`src/hw/dispPkg.sv`:
```
// display-side definitions: segment, config and scan types plus display constants
`default_nettype none

package dispPkg;

    localparam int NUM_DIGITS = 8;

    // cycles each digit stays selected during scanning
    localparam int SCAN_DIV = 4;

    // hex 0-F, then H, U, o, r
    localparam int GLYPH_COUNT = 20;

    typedef logic [2:0] digitIdx_t;

    // bit 0 is segment a, bit 6 is segment g, bit 7 is the decimal point
    typedef logic [7:0] segPattern_t;

    typedef segPattern_t [NUM_DIGITS-1:0] digitArray_t;

    // register contents written through the mode and blank offsets
    typedef struct packed {
        logic       rawMode;
        logic       scanEnable;
        logic [7:0] blankMask;
    } dispConfig_t;

    // one digit register update
    typedef struct packed {
        logic        wr;
        digitIdx_t   idx;
        segPattern_t pattern;
    } digitWrite_t;

endpackage : dispPkg

`default_nettype wire

```
`src/hw/busPkg.sv`:
```
// bus-side definitions: write transaction type and the peripheral address map
`default_nettype none

package busPkg;

    // one bus write, sampled at every rising clk
    typedef struct packed {
        logic [15:0] addr;
        logic [7:0]  data;
        logic        writeEnable;
    } busWrite_t;

    // first address of the display register window
    localparam logic [15:0] DISP_BASE_ADDR = 16'h0040;

    // offsets from DISP_BASE_ADDR
    // 0 to 7 are the digit registers
    localparam logic [15:0] DIGIT_OFFSET_LAST = 16'd7;

    // bit 0 rawMode, bit 1 scanEnable
    localparam logic [15:0] MODE_OFFSET = 16'd8;

    // bit i blanks digit i
    localparam logic [15:0] BLANK_OFFSET = 16'd9;

endpackage : busPkg

`default_nettype wire
```
`src/hw/sevenSegPeriph.sv`:
```
// top level of the memory-mapped seven-segment peripheral, parallel and scanned outputs
`timescale 1ns/1ps
`default_nettype none

module sevenSegPeriph (
    input  logic                 clk,
    input  logic                 nrst,
    input  busPkg::busWrite_t    busIn,
    output dispPkg::digitArray_t digits,
    output dispPkg::segPattern_t scanSeg,
    output logic [7:0]           scanAnode
);
    import dispPkg::*;

    // digit write request, index from the decoder and pattern from the encoder
    wire digitWrite_t digWr;

    dispConfig_t cfg;
    digitIdx_t   scanIdx;

    displayCtrl u_displayCtrl (
        .clk        (clk),
        .nrst       (nrst),
        .busIn      (busIn),
        .digitWrEn  (digWr.wr),
        .digitWrIdx (digWr.idx),
        .cfg        (cfg),
        .scanIdx    (scanIdx)
    );

    glyphEncoder u_glyphEncoder (
        .data    (busIn.data),
        .rawMode (cfg.rawMode),
        .pattern (digWr.pattern)
    );

    digitBank u_digitBank (
        .clk       (clk),
        .nrst      (nrst),
        .wrEn      (digWr.wr),
        .wrIdx     (digWr.idx),
        .pattern   (digWr.pattern),
        .blankMask (cfg.blankMask),
        .digits    (digits)
    );

    // scanned output reads the masked parallel patterns
    scanMux u_scanMux (
        .clk        (clk),
        .nrst       (nrst),
        .scanEnable (cfg.scanEnable),
        .scanIdx    (scanIdx),
        .digits     (digits),
        .scanSeg    (scanSeg),
        .scanAnode  (scanAnode)
    );

endmodule : sevenSegPeriph

`default_nettype wire

```
`src/hw/scanMux.sv`:
```
// registered digit select and one-hot anode drive for multiplexed display scanning
`timescale 1ns/1ps
`default_nettype none

module scanMux (
    input  logic                 clk,
    input  logic                 nrst,
    input  logic                 scanEnable,
    input  dispPkg::digitIdx_t   scanIdx,
    input  dispPkg::digitArray_t digits,
    output dispPkg::segPattern_t scanSeg,
    output logic [7:0]           scanAnode
);
    import dispPkg::*;

    // segment and anode are registered together so they always match
    always_ff @(posedge clk, negedge nrst) begin
        if (!nrst) begin
            scanSeg   <= '0;
            scanAnode <= '0;
        end else if (scanEnable) begin
            scanSeg   <= digits[scanIdx];
            scanAnode <= NUM_DIGITS'(1) << scanIdx;
        end else begin
            // all anodes off while scanning is disabled
            scanSeg   <= '0;
            scanAnode <= '0;
        end
    end

endmodule : scanMux

`default_nettype wire

```
`src/hw/digitBank.sv`:
```
// eight digit pattern registers with per-digit blanking on the parallel outputs
`timescale 1ns/1ps
`default_nettype none

module digitBank (
    input  logic                 clk,
    input  logic                 nrst,
    input  logic                 wrEn,
    input  dispPkg::digitIdx_t   wrIdx,
    input  dispPkg::segPattern_t pattern,
    input  logic [7:0]           blankMask,
    output dispPkg::digitArray_t digits
);
    import dispPkg::*;

    digitArray_t stored;

    always_ff @(posedge clk, negedge nrst) begin
        if (!nrst) begin
            stored <= '0;
        end else if (wrEn) begin
            stored[wrIdx] <= pattern;
        end
    end

    // blanking only hides a digit, the stored pattern survives
    always_comb begin
        for (int i = 0; i < NUM_DIGITS; i++) begin
            digits[i] = blankMask[i] ? '0 : stored[i];
        end
    end

endmodule : digitBank

`default_nettype wire

```
`src/hw/displayCtrl.sv`:
```
// address decode, mode and blank registers, and scan index sequencing for the display
`timescale 1ns/1ps
`default_nettype none

module displayCtrl (
    input  logic                clk,
    input  logic                nrst,
    input  busPkg::busWrite_t   busIn,
    output logic                digitWrEn,
    output dispPkg::digitIdx_t  digitWrIdx,
    output dispPkg::dispConfig_t cfg,
    output dispPkg::digitIdx_t  scanIdx
);
    import busPkg::*;
    import dispPkg::*;

    localparam int PRESC_W = (SCAN_DIV > 1) ? $clog2(SCAN_DIV) : 1;

    logic [15:0]        offset;
    logic               modeWr;
    logic               blankWr;
    logic [PRESC_W-1:0] prescaler;

    // addresses below the base wrap to large offsets and miss the map
    assign offset = busIn.addr - DISP_BASE_ADDR;

    assign digitWrEn  = busIn.writeEnable && (offset <= DIGIT_OFFSET_LAST);
    assign digitWrIdx = offset[2:0];

    assign modeWr  = busIn.writeEnable && (offset == MODE_OFFSET);
    assign blankWr = busIn.writeEnable && (offset == BLANK_OFFSET);

    always_ff @(posedge clk, negedge nrst) begin
        if (!nrst) begin
            cfg <= '0;
        end else begin
            if (modeWr) begin
                cfg.rawMode    <= busIn.data[0];
                cfg.scanEnable <= busIn.data[1];
            end
            if (blankWr) begin
                cfg.blankMask <= busIn.data;
            end
        end
    end

    // each digit is held for SCAN_DIV cycles, index wraps 7 to 0
    always_ff @(posedge clk, negedge nrst) begin
        if (!nrst) begin
            prescaler <= '0;
            scanIdx   <= '0;
        end else if (!cfg.scanEnable) begin
            prescaler <= '0;
            scanIdx   <= '0;
        end else if (prescaler == PRESC_W'(SCAN_DIV - 1)) begin
            prescaler <= '0;
            scanIdx   <= scanIdx + 3'd1;
        end else begin
            prescaler <= prescaler + 1'b1;
        end
    end

endmodule : displayCtrl

`default_nettype wire

```
`src/hw/glyphEncoder.sv`:
```
// combinational byte to segment encoder, glyph table lookup or raw passthrough
`timescale 1ns/1ps
`default_nettype none

module glyphEncoder (
    input  logic [7:0]           data,
    input  logic                 rawMode,
    output dispPkg::segPattern_t pattern
);
    import dispPkg::*;

    segPattern_t glyph;

    // segments gfedcba, decimal point off
    always_comb begin
        glyph = '0;
        if (data < GLYPH_COUNT) begin
            case (data[4:0])
                5'd0:    glyph = 8'b0011_1111;
                5'd1:    glyph = 8'b0000_0110;
                5'd2:    glyph = 8'b0101_1011;
                5'd3:    glyph = 8'b0100_1111;
                5'd4:    glyph = 8'b0110_0110;
                5'd5:    glyph = 8'b0110_1101;
                5'd6:    glyph = 8'b0111_1101;
                5'd7:    glyph = 8'b0000_0111;
                5'd8:    glyph = 8'b0111_1111;
                5'd9:    glyph = 8'b0110_1111;
                5'd10:   glyph = 8'b0111_0111;
                5'd11:   glyph = 8'b0111_1100;
                5'd12:   glyph = 8'b0011_1001;
                5'd13:   glyph = 8'b0101_1110;
                5'd14:   glyph = 8'b0111_1001;
                5'd15:   glyph = 8'b0111_0001;
                // letters after the hex digits
                5'd16:   glyph = 8'b0111_0110;
                5'd17:   glyph = 8'b0011_1110;
                5'd18:   glyph = 8'b0101_1100;
                5'd19:   glyph = 8'b0101_0000;
                default: glyph = '0;
            endcase
        end
    end

    // raw mode drives segments straight from the byte, dp included
    assign pattern = rawMode ? data : glyph;

endmodule : glyphEncoder

`default_nettype wire

```
`config.mk`:
```
export PLATFORM = sky130hd
export DESIGN_NAME = sevenSegPeriph
export DESIGN_NICKNAME = d
export VERILOG_FILES = /design/src/hw/dispPkg.sv /design/src/hw/busPkg.sv /design/src/hw/sevenSegPeriph.sv /design/src/hw/scanMux.sv /design/src/hw/digitBank.sv /design/src/hw/displayCtrl.sv /design/src/hw/glyphEncoder.sv
export SDC_FILE = /design/constraint.sdc
export NUM_CORES = 1
export LEC_CHECK = 0
export CAP_MARGIN = 20
export CORE_UTILIZATION = 50
export DETAILED_ROUTE_END_ITERATION = 10
export DONT_BUFFER_PORTS = 1
export PLACE_DENSITY = 0.73
export SLEW_MARGIN = 5
export SYNTH_ARGS = -nofsm -noshare
export SYNTH_HDL_FRONTEND = slang
export SYNTH_SLANG_ARGS = --single-unit
```
`constraint.sdc`:
```
create_clock -name clk -period 2 [get_ports clk]
set_clock_uncertainty 0.1 [all_clocks]
set_input_delay 0.4 -clock clk [delete_from_list [all_inputs] [get_ports clk]]
set_output_delay 0.4 -clock clk [all_outputs]
set_load 0.02 [all_outputs]
```
==> results.toml <==
[layout]
mostFrequentLayoutCells = "95 x dfrtp_1, 90 x buf_4, 74 x nor2b_1, 38 x a21oi_1, 33 x a31oi_1"
syn_to_final_growth_pct = 21.3
drive_gt1_share_pct = 27.3
n_antenna_cell = 0
layout_commonest_cell = "dfrtp_1"
nFillCells = 802
fin_area_um2 = 6120
nNetsFinal = 592

[setup_path]
startpoint_type = "input pin"
crit_top_cell = "or4b_4"
crit_required_ps = 2150
reg2reg_depth = 4
crit_family = "simple AND/OR/NAND/NOR gates"
worst_path_largest_cell_delay_ps = 560
critical_path_arrival_ps = 2060
r2r_start = "u_displayCtrl.cfg[5]$_DFFE_PN0P_"
critPathSlowestCell = "or4b_4"
path_buf_inv = 0
crit_chain = "or4b_4 > or4b_4 > nor2_8 > mux2_2"
rrSetupSlack_ps = 310
cp_max_fo = 8
endpoint_kind = "register"
r2r-end = "u_scanMux.scanSeg[7]$_DFF_PN0_"
path_class = "input pin to register"

[grt]
grt_overflow_total = 0
track_usage_pct = 28.4
grt_max_degree = 96
grt_pass1_vias = 4179
grt_pass1_wl_um = 22300
grt_antenna_before_repair = 0

[yosys]
synth.net_count = 516
yosysWarnings = 0
ys_seq_area_share_pct = 47.1
ys_async_sr_fraction_pct = 100
ys_ff_latch = 95
synthSimpleGateAreaFrac_pct = 17.8
synth_xor_xnor_area_share_pct = 0.173
synth_top_family_by_area = "simple AND/OR/NAND/NOR gates"
synth_fa_ha_area_share_pct = 3.22
synth_edf_count = 0
synth-main-ff-cell = "dfrtp_1"
synth_compound_area_share_pct = 16.8
syn_avg_cell_area_um2 = 10.6
yosys-top-cells-area = "dfrtp_1 47%, nor2b_1 9.2%, mux4_2 7.1%, o21ai_0 5.6%, a31oi_1 4.1%"
netlist_area_um2 = 5050
syn_inst = 476
synthDistinctLibCells = 53
yosysTopAreaCell = "dfrtp_1"
synthMuxAreaShare_pct = 12.2
synth_top_area_share_pct = 47.1

[placement]
dp_hpwl_um = 10200
port_buffers = 0
gp_congestion = 0.847
dpl_cell_area_um2 = 5890

[clock_tree]
clkTransAtPathRegs_ps = 100
clock_path_buffers = 2
cts_made_buffers = 9
cts_tree = "yes"
htree_levels = 3
cts-root-buf = "clkbuf_8"
clkLatencyLatePin_ps = 370
clkSinkCount = 95

[die]
top_level_ports = 107
core-area_um2 = 9770
dieArea_um2 = 10500
rows = 36
die_h_um = 102
die_x_um = 102
floorplan.initialDensity_pct = 51.7

[pwr]
p_per_area_nw_per_um2 = 566
ir_drop_uv = 283
leakage_nw = 2.96

[drt]
ant_nets = 0
wl_um = 14200
first_pass_iters = 5
avgViaCountPerCell = 6.14
num_vias = 4238
drt-wirelength-per-cell_um = 20.6
drc = 0
drtIter0Drc = 275

[sta]
maxSlewViolCount = 0
whs_ps = -385
fin_crit_sh_pct = 95.6
setup_tns_ps = 0
finalHoldViolCount = 95
fin_crit_ps = 1910
rsz0062_at_grt = "no"
slew_headroom_pct = 52.5
max_clock_freq_mhz = 523
tightest_slew_ps = 713
setup_viol = 0

[worst_hold_path]
hp-class = "input pin to asynchronous set/reset pin"

[job]
cap_violations = 0

[outcome]
outcome = "finished, violations left"
violations = "hold timing"
-- state kept, by name, summed over array words and instances, names as in the netlist --
name                     flops
u_displayCtrl.cfg           10
u_digitBank.stored          64
u_scanMux.scanSeg            8
u_displayCtrl.prescaler      2
u_scanMux.scanAnode          8
u_displayCtrl.scanIdx        3
-- kinds of logic after synthesis --
logic type,count (synthesis)
compound gates,149
fa+ha+maj,13
simple gates,142
mux,40
buf+inv,36
flops,95
xor+xnor,1
-- worst max path at each step --
stage	start	end	slack, ps	cells past startpoint
3_3_place_gp	busIn[20]	u_displayCtrl.cfg[0]$_DFFE_PN0P_	-230	4
6_report	busIn[20]	u_displayCtrl.cfg[5]$_DFFE_PN0P_	90	4
4_1_cts	busIn[20]	u_displayCtrl.cfg[5]$_DFFE_PN0P_	100	4
2_1_floorplan	busIn[20]	u_displayCtrl.cfg[0]$_DFFE_PN0P_	-300	5
5_1_grt	busIn[20]	u_displayCtrl.cfg[3]$_DFFE_PN0P_	70	4
3_5_place_dp	busIn[20]	u_displayCtrl.cfg[5]$_DFFE_PN0P_	-290	4
-- stage by stage --
stage	util (%)	instances	hold slack (ps)	worst slack [ps]	total power, mW
after floorplan	-	476	4.41	-302	2.04
after global placement	60.3	674	7.00	-232	2.05
after detailed placement	60.3	674	6.32	-285	2.05
after CTS	62.6	690	-390	96.8	3.46
after global routing	62.6	690	-397	65.8	3.57
final	62.6	690	-385	88.5	3.47
-- power by group --
group | internal, mW | switching [mW]
combinational | 0.0434 | 0.0503
sequential | 1.92 | 0.000462
clock | 0.773 | 0.680
-- cells in the mapped netlist (all sizes together) (2+ instances only) --
master   count
mux2        11
nand2b       2
a2111oi      2
nor2b       74
nor3b        5
mux2i       13
nand2       16
ha          13
clkbuf      22
a21oi       38
nor2        14
nor4         2
dfrtp       95
and2         7
and3         3
mux4        16
buf          6
a31oi       33
or4b         3
or2          2
inv          8
or3          2
o31ai       10
nor3         2
o21ai       57
-- worst register-to-register path, cell delays in order, from the launching register on --
cell	delay (ps)
dfrtp_1	580
nor2b_1	230
mux4_2	490
mux2i_1	140
nor2b_1	60
-- metal layers --
layer	global-route usage [%]	part of all wire (%)	wire, um
met1	37.8	42	5920
met2	46.8	50	7150
met3	3.66	5.4	762
met4	12.6	2.6	374
met5	0	0	0
-- area by class of cell --
cell class	instances	area, um^2	area share (%)
clock buffers	11	151	2.47
well taps	133	166	2.72
inverters	8	30.0	0.490
clock inverters	5	78.8	1.29
multi-input cells	345	2580	42.2
flip-flops and latches	95	2380	38.8
repair buffers	93	736	12.0
-- what timing repair did --
item                      in CTS  in global routing
hold endpoints to repair      95                 95
setup buffers                  0                  0
gates resized for setup        0                  0
No activity file was read; power rests on OpenSTA's default activity.
